## config.mk

```make
export PLATFORM = sky130hd
export DESIGN_NAME = reg_access
export DESIGN_NICKNAME = d
export VERILOG_FILES = /design/src/rtl/dpd_pkg.sv /design/src/rtl/reg_access.sv
export SDC_FILE = /design/constraint.sdc
export NUM_CORES = 1
export LEC_CHECK = 0
export ABC_AREA = 1
export BUFFER_PORTS_ARGS = -buffer_cell sky130_fd_sc_hd__buf_2
export CAP_MARGIN = 30
export CORE_ASPECT_RATIO = 1.75
export CORE_MARGIN = 1.5
export CORE_UTILIZATION = 30
export CTS_CLUSTER_SIZE = 8
export DETAILED_ROUTE_END_ITERATION = 8
export MAX_ROUTING_LAYER = met4
export SLEW_MARGIN = 25
export SYNTH_ARGS = -nofsm -noshare
export SYNTH_HDL_FRONTEND = slang
export SYNTH_SLANG_ARGS = --single-unit
export TNS_END_PERCENT = 1
```

## constraint.sdc

```tcl
create_clock -name up_clk -period 2.5 [get_ports up_clk]
set_input_delay 0.25 -clock up_clk [delete_from_list [all_inputs] [get_ports up_clk]]
set_output_delay 0.25 -clock up_clk [all_outputs]
set_load 0.02 [all_outputs]
```

## src/rtl/dpd_pkg.sv

```systemverilog
`default_nettype none

package dpd_pkg;

    localparam int SAMPLE_WIDTH   = 16;
    localparam int LUT_ADDR_WIDTH = 10;
    localparam int LUT_DEPTH      = 1 << LUT_ADDR_WIDTH;
    localparam int MAG_SHIFT      = 7;
    localparam int GAIN_FRAC_BITS = 14;
    localparam int REG_ADDR_WIDTH = 12;
    localparam int REG_DATA_WIDTH = 32;

    // major 1, minor 1, patch 0x61
    localparam logic [REG_DATA_WIDTH-1:0] IP_VERSION = 32'h0001_0161;

    localparam logic [REG_ADDR_WIDTH-1:0] REG_VERSION = 12'd0;
    localparam logic [REG_ADDR_WIDTH-1:0] REG_SCRATCH = 12'd1;
    localparam logic [REG_ADDR_WIDTH-1:0] REG_BYPASS  = 12'd2;
    // set for table entries, low bits carry the index
    localparam int LUT_REGION_BIT = 11;

    typedef struct packed {
        logic signed [SAMPLE_WIDTH-1:0] i;
        logic signed [SAMPLE_WIDTH-1:0] q;
    } dpd_sample_t;

    // Q2.14 complex gain, also the register layout of a table entry
    typedef struct packed {
        logic signed [SAMPLE_WIDTH-1:0] gi;
        logic signed [SAMPLE_WIDTH-1:0] gq;
    } dpd_gain_t;

    typedef logic [LUT_ADDR_WIDTH-1:0] lut_addr_t;

    typedef struct packed {
        logic        valid;
        dpd_sample_t sample;
        lut_addr_t   index;
    } stage_t;

    typedef struct packed {
        logic        valid;
        dpd_sample_t raw;
        dpd_sample_t corrected;
    } result_t;

    typedef struct packed {
        logic                      write;
        logic [REG_ADDR_WIDTH-1:0] addr;
        logic [REG_DATA_WIDTH-1:0] wdata;
    } reg_cmd_t;

    typedef struct packed {
        logic      en;
        logic      we;
        lut_addr_t addr;
        dpd_gain_t wdata;
    } lut_cfg_t;

endpackage

`default_nettype wire

```

## src/rtl/reg_access.sv

```systemverilog
`default_nettype none

module reg_access (
    input  wire                                  up_clk,
    input  wire                                  rst_n,
    input  wire                                  reg_req,
    input  wire dpd_pkg::reg_cmd_t               reg_cmd,
    output logic                                 reg_ack,
    output logic [dpd_pkg::REG_DATA_WIDTH-1:0]   reg_rdata,
    output dpd_pkg::lut_cfg_t                    lut_cfg,
    input  wire dpd_pkg::dpd_gain_t              lut_rdata,
    output logic                                 bypass
);

    typedef enum logic [1:0] {
        ST_IDLE,
        ST_TABLE_WAIT,
        ST_ACK,
        ST_RELEASE
    } state_t;

    state_t                              state;
    logic [dpd_pkg::REG_DATA_WIDTH-1:0]  scratch;
    logic [dpd_pkg::REG_DATA_WIDTH-1:0]  reg_read;
    logic [dpd_pkg::REG_DATA_WIDTH-1:0]  rdata_q;
    logic                                rd_lut;
    logic                                lut_hit;

    assign lut_hit = reg_cmd.addr[dpd_pkg::LUT_REGION_BIT];

    // register map, unmapped reads give zero
    always_comb begin
        case (reg_cmd.addr)
            dpd_pkg::REG_VERSION: reg_read = dpd_pkg::IP_VERSION;
            dpd_pkg::REG_SCRATCH: reg_read = scratch;
            dpd_pkg::REG_BYPASS:  reg_read = {{(dpd_pkg::REG_DATA_WIDTH-1){1'b0}}, bypass};
            default:              reg_read = '0;
        endcase
    end

    always_ff @(posedge up_clk or negedge rst_n) begin
        if (!rst_n) begin
            state   <= ST_IDLE;
            scratch <= '0;
            bypass  <= 1'b0;
            rd_lut  <= 1'b0;
            lut_cfg <= '0;
        end else begin
            // table accesses last one cycle
            lut_cfg.en <= 1'b0;
            lut_cfg.we <= 1'b0;
            case (state)
                ST_IDLE: begin
                    if (reg_req) begin
                        rd_lut <= lut_hit && !reg_cmd.write;
                        if (lut_hit) begin
                            lut_cfg.en    <= 1'b1;
                            lut_cfg.we    <= reg_cmd.write;
                            lut_cfg.addr  <= reg_cmd.addr[dpd_pkg::LUT_ADDR_WIDTH-1:0];
                            lut_cfg.wdata <= dpd_pkg::dpd_gain_t'(reg_cmd.wdata);
                            state <= reg_cmd.write ? ST_ACK : ST_TABLE_WAIT;
                        end else begin
                            if (reg_cmd.write && reg_cmd.addr == dpd_pkg::REG_SCRATCH) begin
                                scratch <= reg_cmd.wdata;
                            end
                            if (reg_cmd.write && reg_cmd.addr == dpd_pkg::REG_BYPASS) begin
                                bypass <= reg_cmd.wdata[0];
                            end
                            state <= ST_ACK;
                        end
                    end
                end
                // table output is valid from the next cycle
                ST_TABLE_WAIT: state <= ST_ACK;
                ST_ACK: begin
                    if (!reg_req) begin
                        state <= ST_RELEASE;
                    end
                end
                ST_RELEASE: state <= ST_IDLE;
                default: state <= ST_IDLE;
            endcase
        end
    end

    always_ff @(posedge up_clk) begin
        if (state == ST_IDLE && reg_req) begin
            rdata_q <= reg_cmd.write ? '0 : reg_read;
        end
    end

    assign reg_ack = (state == ST_ACK);

    // table read data stays put while ack is high, no new access is issued
    assign reg_rdata = !reg_ack ? '0 : (rd_lut ? lut_rdata : rdata_q);

endmodule

`default_nettype wire

```

==> results of run 1 <==
## layout make-up
| type | instances | share of cell area |
|---|---|---|
| timing repair buffer | 165 | 0.141 |
| tap | 192 | 0.0387 |
| sequential | 112 | 0.478 |
| multi-input combinational | 323 | 0.251 |
| clock inverter | 7 | 0.0101 |
| clock buffer | 9 | 0.0363 |
| inverter | 74 | 0.0448 |
## cells by family after synthesis
logic type / synth area share
compound gates: 0.135
fa+ha+maj: 0.00505
buf+inv: 0.0878
flops: 0.598
simple gates: 0.174
## stage by stage
step,hold WS [ns],instance area [sq um],setup slack [ns],power (uW),utilization
2_1_floorplan,-0.0456,4960,0.703,4130,-
3_3_place_gp,0.315,5890,0.590,5000,0.361
3_5_place_dp,0.307,5910,0.557,5050,0.363
4_1_cts,0.111,6200,0.485,6440,0.381
5_1_grt,0.124,6200,0.401,6780,0.381
6_report,0.123,6200,0.546,6350,0.381
## state kept, by name, indices dropped and copies added, names as in the netlist
register  flops
lut_cfg      44
rdata_q      32
scratch      32
state         2
bypass        1
rd_lut        1
## how the worst min path moves through the flow
stage / to / slack [ns] / cells after the start
3_3_place_gp: lut_cfg[4]$_DFFE_PN0P_ / 0.31 / 2
6_report: lut_cfg[40]$_DFFE_PN0P_ / 0.12 / 3
5_1_grt: lut_cfg[37]$_DFFE_PN0P_ / 0.12 / 3
4_1_cts: lut_cfg[40]$_DFFE_PN0P_ / 0.11 / 3
3_5_place_dp: lut_cfg[4]$_DFFE_PN0P_ / 0.31 / 2
2_1_floorplan: bypass$_DFFE_PN0P_ / -0.05 / 0
## routing by layer
layer | vias to the layer above | share of wire | global-route usage
met1 | 1629 | 0.47 | 0.174
met5 | - | 0 | -
met4 | 0 | 0.031 | 0.0616
li1 | 1973 | - | -
met2 | 100 | 0.47 | 0.208
met3 | 20 | 0.031 | 0.0166
## layout by cell type, fill, tap and decap left out
| cell type | n |
|---|---|
| nor3_4 | 1 |
| buf_12 | 2 |
| nor2_4 | 2 |
| inv_1 | 73 |
| inv_6 | 2 |
| inv_2 | 1 |
| clkbuf_16 | 9 |
| o211ai_1 | 2 |
| o21ai_2 | 32 |
| dlygate4sd3_1 | 1 |
| inv_8 | 1 |
| edfxtp_1 | 32 |
| buf_4 | 6 |
| a21oi_1 | 1 |
| nand2_1 | 103 |
| o21ai_0 | 71 |
| nand3_1 | 2 |
| ha_1 | 2 |
| nor2_1 | 99 |
| clkinv_4 | 3 |
| nor3_2 | 1 |
| o21ai_1 | 3 |
| nand4_1 | 1 |
| clkinvlp_4 | 1 |
| dfrtp_1 | 80 |
| buf_2 | 156 |
| nand2_2 | 1 |
| nand3_4 | 2 |
## power breakdown
part	switching, uW	leakage (uW)	internal, uW
logic	1650	0.00161	756
registers	213	0.00136	2340
clock network	687	0.000139	696
total	2550	0.00310	3800
## tightest hold or removal path, delay by kind of cell
| kind | cells | cell delay (ns) |
|---|---|---|
| and+or+nand+nor | 2 | 0.10 |
| buffers and inverters | 1 | 0.09 |
==> flow_metrics.env, run 1 <==
export IMPL_status="complete, no violations"
export IMPL_antenna_left=0
export IMPL_synth_ff_type="dfrtp_1"
export IMPL_end_kind="flip-flop"
export IMPL_powerDensity_nw_per_um2=1020
export IMPL_clock_sinks=112
export IMPL_fillers=1712
export IMPL_r2r_cells=8
export IMPL_tightest_slew_ns=0.823
export IMPL_numPortBuffers=157
export IMPL_rsz0062_at_grt="false"
export IMPL_cts_setup_buffers=0
export IMPL_min_from="reg_cmd[40]"
export IMPL_yosys_warnings=0
export IMPL_syn_to_final_growth_pct=25.1
export IMPL_grt_total_usage=0.134
export IMPL_drive_gt1_frac=0.319
export IMPL_critPathLaunchType="flip-flop"
export IMPL_synth_cell_area_sq_um=4960
export IMPL_cts_tree="yes"
export IMPL_syn_inst=534
export IMPL_clk_path_buf_depth=2
export IMPL_grt_pass1_vias=3480
export IMPL_required_ns=2.72
export IMPL_r2r_setup_slack_ns=0.55
export IMPL_hold_violations=0
export IMPL_cp_num_buf_inv=2
export IMPL_path_cells="inv_1, ha_1, nand2_2, nor3_2, nand3_4, buf_4, nand2_1, o21ai_2"
export IMPL_synth_top_area_frac=0.404
export IMPL_hold_buffers=1
export IMPL_syn_nets=616
export IMPL_synthArstFlopShare=0.714
export IMPL_clk_pin_slew_ns=0.08
export IMPL_slew_viol_final=0
export IMPL_wl_um=11000
export IMPL_first_pass_iters=4
export IMPL_timing_fmax_ghz=0.512
export IMPL_period_minus_slack_ns=1.95
export IMPL_max_stage_delay_ns=0.36
export IMPL_ios=158
export IMPL_crit_type="reg2reg"
export IMPL_hpwl_um=8170
export IMPL_sequential_cell_area_sq_um=2960
export IMPL_syn_avg_cell_area_sq_um=9.29
export IMPL_ys_types=23
export IMPL_antenna_found_initial=0
export IMPL_drt_iter0_drc=170
export IMPL_synth_enable_flop_cells=32
export IMPL_min_period_over_period=0.782
export IMPL_seq_area_frac_synth=0.598
export IMPL_htree_levels=3
export IMPL_finalClockSkew_ns=0.00704
export IMPL_hold_path_class="in2reg"
export IMPL_initial_utilization=0.304
export IMPL_nNetsFinal=767
export IMPL_drc_errors=0
export IMPL_synth_area_top_cells="dfrtp_1, edfxtp_1, nand2_1"
export IMPL_core_area_sq_um=16300
export IMPL_root_buffer="clkbuf_16"
export IMPL_worst_ep_arrival_time_ns=2.17
export IMPL_max_cap_viol_count=0
export IMPL_fp_dieH_um=173
export IMPL_die_area_sq_um=17300
export IMPL_setup_tns_ns=0
export IMPL_critical_path_startpoint="state[0]$_DFFE_PN0P_"
export IMPL_final_cells=882
export IMPL_cts_made_buffers=9
export IMPL_setup_viol=0
export IMPL_multi_input_area_sq_um=1560
export IMPL_crit_family="simple AND/OR/NAND/NOR gates"
export IMPL_grt_pass1_wl_um=17800
export IMPL_cts_resized=0
export IMPL_dr_total_vias=3722
export IMPL_dp_cells=865
export IMPL_grt_max_degree=81
export IMPL_vias_per_cell=4.22
export IMPL_synthMostInstantiatedCell="nand2_1"
export IMPL_grt_overflow_total=0
export IMPL_slew_headroom=0.451
export IMPL_die_w_um=100
export IMPL_yosys_top_cells_count="nand2_1, nor2_1, dfrtp_1"
export IMPL_wl_per_cell_um=12.5
export IMPL_gp_congestion=0.788
export IMPL_synth_top_area_cell="dfrtp_1"
export IMPL_path_depth=8
export IMPL_crit_path_top_delay_cell="dfrtp_1"
export IMPL_p_leak_uw=0.00310
export IMPL_ys_ff_latch=112
export IMPL_crit_path_max_fanout=64
export IMPL_rows=62
export IMPL_cp_endpoint="scratch[11]$_DFFE_PN0P_"
export IMPL_r2r_end="scratch[11]$_DFFE_PN0P_"
export IMPL_diodes=0
export IMPL_vdd_drop_max_mv=0.467
export IMPL_crit_reg2reg_launch="state[0]$_DFFE_PN0P_"
export IMPL_insertion_delay_ns=0.35
(Power assumes the default switching activity.)
==> run 2: changes to the inputs <==
Clock period 2.5 ns to 1.9 ns, I/O delays scaled along.
==> run 2 against run 1 <==
Setup slack worse by 0.44 ns; routed wire length is 1.7% higher; sequential power is 30% higher; count of clock-buffer cells in the layout is 1 higher; clock skew is 0.0026 ns higher; die area stayed put; total power is 35% higher; largest cell class unchanged.
==> flow_metrics.env, run 2 (synthesized netlist as in run 1, its figures left out) <==
export IMPL_drc_errors=0
export IMPL_period_minus_slack_ns=1.80
export IMPL_setup_viol=0
export IMPL_path_cells="inv_1, ha_4, buf_12, o21ai_0, nor2_1, buf_2"
export IMPL_fin_area_sq_um=6330
export IMPL_max_cap_viol_count=0
export IMPL_grt_pass1_wl_um=17400
export IMPL_grt_pass1_vias=3501
export IMPL_grt_total_usage=0.132
export IMPL_cts_tree="yes"
export IMPL_post_dp_cell_area_sq_um=5980
export IMPL_first_pass_iters=4
export IMPL_slew_viol_final=0
export IMPL_vdd_drop_max_mv=0.447
export IMPL_grt_max_degree=65
export IMPL_clk_pin_slew_ns=0.07
export IMPL_sequential_cell_area_sq_um=2960
export IMPL_seq_power_share=0.390
export IMPL_multi_input_area_sq_um=1570
export IMPL_reg_largest_list="lut_cfg x44, rdata_q x32, scratch x32"
export IMPL_dp_cells=872
export IMPL_hold_violations=0
export IMPL_insertion_delay_ns=0.35
export IMPL_finalClockSkew_ns=0.00960
export IMPL_p_leak_uw=0.00316
export IMPL_final_common_cell="buf_2"
export IMPL_gp_congestion=0.809
export IMPL_fp_dieH_um=173
export IMPL_clk_path_buf_depth=2
export IMPL_vias_per_cell=4.24
export IMPL_pwr_share_clk=0.214
export IMPL_slew_headroom=0.639
export IMPL_p_sw_frac=0.397
export IMPL_timing_fmax_ghz=0.556
export IMPL_clock_sinks=112
export IMPL_cts_made_buffers=9
export IMPL_p_sw_uw=3400
export IMPL_hold_path_class="in2reg"
export IMPL_ios=158
export IMPL_powerDensity_nw_per_um2=1350
export IMPL_antenna_found_initial=1
export IMPL_largest_reg_flops=44
export IMPL_layout_common_cells="buf_2, nand2_1, nor2_1"
export IMPL_min_period_over_period=0.947
export IMPL_p_int_uw=5160
export IMPL_crit_type="reg2out"
export IMPL_crit_path_top_delay_cell="dfrtp_1"
export IMPL_numPortBuffers=157
export IMPL_worst_ep_arrival_time_ns=1.61
export IMPL_die_area_sq_um=17300
export IMPL_wl_per_cell_um=12.6
export IMPL_rows=62
export IMPL_fillers=1694
export IMPL_drive_gt1_frac=0.327
export IMPL_antenna_left=0
export IMPL_die_w_um=100
export IMPL_root_buffer="clkbuf_16"
export IMPL_drt_iter0_drc=216
export IMPL_crit_path_max_fanout=17
export IMPL_regMostFlops="lut_cfg"
export IMPL_dr_total_vias=3776
export IMPL_final_cells=891
export IMPL_max_stage_delay_ns=0.36
export IMPL_end_kind="output port"
export IMPL_grt_overflow_total=0
export IMPL_initial_utilization=0.304
export IMPL_wl_um=11200
export IMPL_status="complete, no violations"
export IMPL_hpwl_um=8290
export IMPL_syn_to_final_growth_pct=27.7
export IMPL_tightest_slew_ns=0.541
export IMPL_nNetsFinal=775
export IMPL_combPwrFrac=0.396
export IMPL_required_ns=1.71
export IMPL_critPathLaunchType="flip-flop"
export IMPL_setup_tns_ns=0
export IMPL_core_area_sq_um=16300
export IMPL_htree_levels=3
==> run 2: changes by cell type in the layout (fill, tap and decap cells not counted), sizes merged <==
cell      previous run  this run
clkbuf               9        11
inv                 77        78
buf                164       171
clkinvlp             1         0
clkinv               3         2
diode                0         1
==> run 2: worst paths after layout <==
path	startpoint	end	slack (ns)	cells after the start
min in group asynchronous	rst_n	lut_cfg[4]$_DFFE_PN0P_	0.37	2
hold reg to reg	lut_cfg[38]$_DFFE_PN0P_	lut_cfg[38]$_DFFE_PN0P_	0.47	2
setup / recovery	state[0]$_DFFE_PN0P_	reg_rdata[13]	0.10	6
hold / removal	reg_cmd[41]	lut_cfg[41]$_DFFE_PN0P_	0.06	3
max in group asynchronous	rst_n	scratch[29]$_DFFE_PN0P_	0.89	3
setup reg to reg	state[0]$_DFFE_PN0P_	scratch[20]$_DFFE_PN0P_	0.15	8
==> run 2: per-stage QoR <==
step / power [uW] / hold slack, ns / worst slack, ns / utilization
2_1_floorplan: 5430 / -0.106 / 0.103 / -
3_3_place_gp: 6640 / 0.214 / 0.283 / 0.367
3_5_place_dp: 6680 / 0.212 / 0.233 / 0.367
4_1_cts: 8540 / 0.0429 / 0.0274 / 0.386
5_1_grt: 9100 / 0.0578 / -0.000177 / 0.389
6_report: 8560 / 0.0593 / 0.101 / 0.389
==> run 2: critical path: cells and delay by family (launching register included) <==
family                   cells  cell delay (ns)
buffers and inverters        3             0.45
flip-flops                   1             0.36
adder cells (fa/ha/maj)      1             0.19
AO/OA/AOI/OAI                1             0.12
AND/OR/NAND/NOR              1             0.12
==> run 2: repair_timing <==
action / in CTS / in global routing
gates resized for setup: 1 / 4
endpoints found under the setup margin: 5 / 23
endpoints found under the hold margin: 39 / 0
buffers inserted: 0 / 0
cloned: 0 / 1
hold buffers: 1 / 0
==> run 2: layout make-up <==
class                           instances  share of cell area
Tap cell                              192              0.0379
Clock inverter                          6             0.00909
Timing Repair Buffer                  173               0.156
Antenna cell                            1            0.000395
Sequential cell                       112               0.468
Inverter                               74              0.0439
Multi-Input combinational cell        323               0.248
Clock buffer                           10              0.0362
==> run 2: power groups by stage <==
stage / sequential, uW / clock (uW) / combinational [uW]
global route: 3410 / 1980 / 3720
finish: 3340 / 1830 / 3390
CTS: 3340 / 1890 / 3310
global placement: 3380 / 0 / 3260
floorplan: 3900 / 0 / 1530
detailed placement: 3380 / 0 / 3300
==> run 2: routing by layer <==
| metal | vias up | wire length, um | global-route usage |
|---|---|---|---|
| met2 | 105 | 5570 | 0.214 |
| met1 | 1659 | 4930 | 0.161 |
| met5 | - | 0 | - |
| met4 | 0 | 308 | 0.0628 |
| met3 | 17 | 381 | 0.0182 |
| li1 | 1995 | - | - |
==> run 3: changes to the inputs <==
Settings changed: CORE_UTILIZATION 30 to 35.
==> run 3 against run 2 <==
Total power is 1.4% higher; hold slack worse by 0.0098 ns; routed wire length rose by 0.46%; final cell count shrank 2.4%; cell area is 0.63% lower; clock power rose by 7%; maximum frequency is 0.29% lower; highest routed layer unchanged; count of clock-buffer cells in the layout grew 2; register-to-register slack better by 0.02 ns; largest power group unchanged.
==> flow_metrics.env, run 3 (synthesized netlist as in run 1, its figures left out) <==
export IMPL_drc_errors=0
export IMPL_period_minus_slack_ns=1.80
export IMPL_powerDensity_nw_per_um2=1380
export IMPL_critical_path_startpoint="state[0]$_DFFE_PN0P_"
export IMPL_setup_tns_ns=0
export IMPL_worst_ep_arrival_time_ns=1.61
export IMPL_nNetsFinal=770
export IMPL_status="complete, no violations"
export IMPL_die_w_um=93.0
export IMPL_final_core_util=0.455
export IMPL_rsz0062_at_grt="false"
export IMPL_r2r_end="scratch[14]$_DFFE_PN0P_"
export IMPL_cts_made_buffers=9
export IMPL_antenna_left=0
export IMPL_fin_ws_ns=0.0955
export IMPL_grt_overflow_total=0
export IMPL_end_kind="output port"
export IMPL_gp_congestion=0.855
export IMPL_highest_layer="met4"
export IMPL_reg_largest_list="lut_cfg x44, rdata_q x32, scratch x32"
export IMPL_dp_slack_ns=0.138
export IMPL_grt_total_usage=0.160
export IMPL_initial_utilization=0.358
export IMPL_slew_viol_final=0
export IMPL_ios=158
export IMPL_max_stage_delay_ns=0.36
export IMPL_crit_family="buffers and inverters"
export IMPL_r2r_setup_slack_ns=0.17
export IMPL_max_cap_viol_count=0
export IMPL_syn_to_final_growth_pct=26.9
export IMPL_core_area_sq_um=13800
export IMPL_root_buffer="clkbuf_16"
export IMPL_clk_path_buf_depth=2
export IMPL_cp_num_buf_inv=3
export IMPL_wl_per_cell_um=12.9
export IMPL_htree_levels=3
export IMPL_drt_iter0_drc=155
export IMPL_hold_path_class="in2reg"
export IMPL_timing_fmax_ghz=0.554
export IMPL_dr_wl_met2_um=5800
export IMPL_crit_type="reg2out"
export IMPL_slew_headroom=0.682
export IMPL_crit_path_max_fanout=25
export IMPL_layout_common_cells="buf_2, nand2_1, nor2_1"
export IMPL_critPathLaunchType="flip-flop"
export IMPL_clk_pin_slew_ns=0.08
export IMPL_fillers=1367
export IMPL_vias_per_cell=4.46
export IMPL_tightest_slew_ns=0.477
export IMPL_die_area_sq_um=14900
export IMPL_numPortBuffers=157
export IMPL_grt_pass1_vias=3822
export IMPL_hold_violations=0
export IMPL_diodes=0
export IMPL_dr_total_vias=3884
export IMPL_insertion_delay_ns=0.35
export IMPL_clock_sinks=112
export IMPL_antenna_found_initial=0
export IMPL_largest_reg_flops=44
export IMPL_grt_max_degree=72
export IMPL_first_pass_iters=4
export IMPL_crit_reg2reg_launch="state[0]$_DFFE_PN0P_"
export IMPL_path_depth=6
export IMPL_vdd_drop_max_mv=0.659
export IMPL_p_leak_uw=0.00315
export IMPL_min_from="reg_cmd[40]"
export IMPL_cts_tree="yes"
export IMPL_regMostFlops="lut_cfg"
export IMPL_drive_gt1_frac=0.322
export IMPL_grt_pass1_wl_um=18200
export IMPL_r2r_cells=8
export IMPL_hpwl_um=8400
export IMPL_required_ns=1.71
export IMPL_setup_viol=0
export IMPL_met1_length_um=4700
export IMPL_dr_wl_met3_um=372
export IMPL_path_cells="inv_1, ha_2, buf_12, o21ai_0, nor2_1, buf_4"
export IMPL_total_power_uw=8680
export IMPL_crit_path_top_delay_cell="dfrtp_1"
export IMPL_wl_um=11200
export IMPL_fp_dieH_um=160
export IMPL_rows=57
export IMPL_finalClockSkew_ns=0.0130
export IMPL_cp_endpoint="reg_rdata[12]"
export IMPL_final_common_cell="buf_2"
export IMPL_min_period_over_period=0.950
==> run 3: what timing repair did <==
action	in CTS	in global routing
gates resized for setup	1	8
buffers inserted	0	0
hold buffers	1	0
endpoints found under the hold margin	34	0
endpoints found under the setup margin	1	40
==> run 3: worst min-delay path by stage <==
stage	endpoint	slack, ns	depth (start not counted)
3_3_place_gp	lut_cfg[28]$_DFFE_PN0P_	0.17	1
4_1_cts	lut_cfg[40]$_DFFE_PN0P_	0.05	3
2_1_floorplan	bypass$_DFFE_PN0P_	-0.11	0
5_1_grt	lut_cfg[40]$_DFFE_PN0P_	0.07	3
6_report	lut_cfg[40]$_DFFE_PN0P_	0.05	3
3_5_place_dp	lut_cfg[28]$_DFFE_PN0P_	0.18	1
==> run 3: layout make-up <==
cell class	count	area [sq um]	area share
Sequential cell	112	2960	0.471
Multi-Input combinational cell	323	1570	0.250
Timing Repair Buffer	168	953	0.151
Inverter	74	278	0.0441
Clock buffer	12	258	0.0410
Tap cell	177	221	0.0352
Clock inverter	4	48.8	0.00775
==> run 3: stage by stage <==
stage                     hold slack, ns  cell area, sq um  instances
after floorplan                   -0.106              4960        534
after global placement             0.171              5950        853
after detailed placement           0.184              5950        853
after CTS                         0.0478              6270        870
after global routing              0.0694              6290        870
final                             0.0495              6290        870
==> run 3: metal layers <==
layer,vias up,GRT usage
met3,29,0.0189
met2,109,0.267
li1,1981,-
met4,0,0.0792
met5,-,-
met1,1765,0.189
==> run 3: power by group <==
group | internal, uW | switching (uW)
clock network | 1110 | 849
registers | 3090 | 264
logic | 1110 | 2260
total | 5310 | 3370
==> run 3: worst min-delay path: stages <==
cell	delay (ns)
buf_2	0.09
nand2_1	0.05
nand2_1	0.05
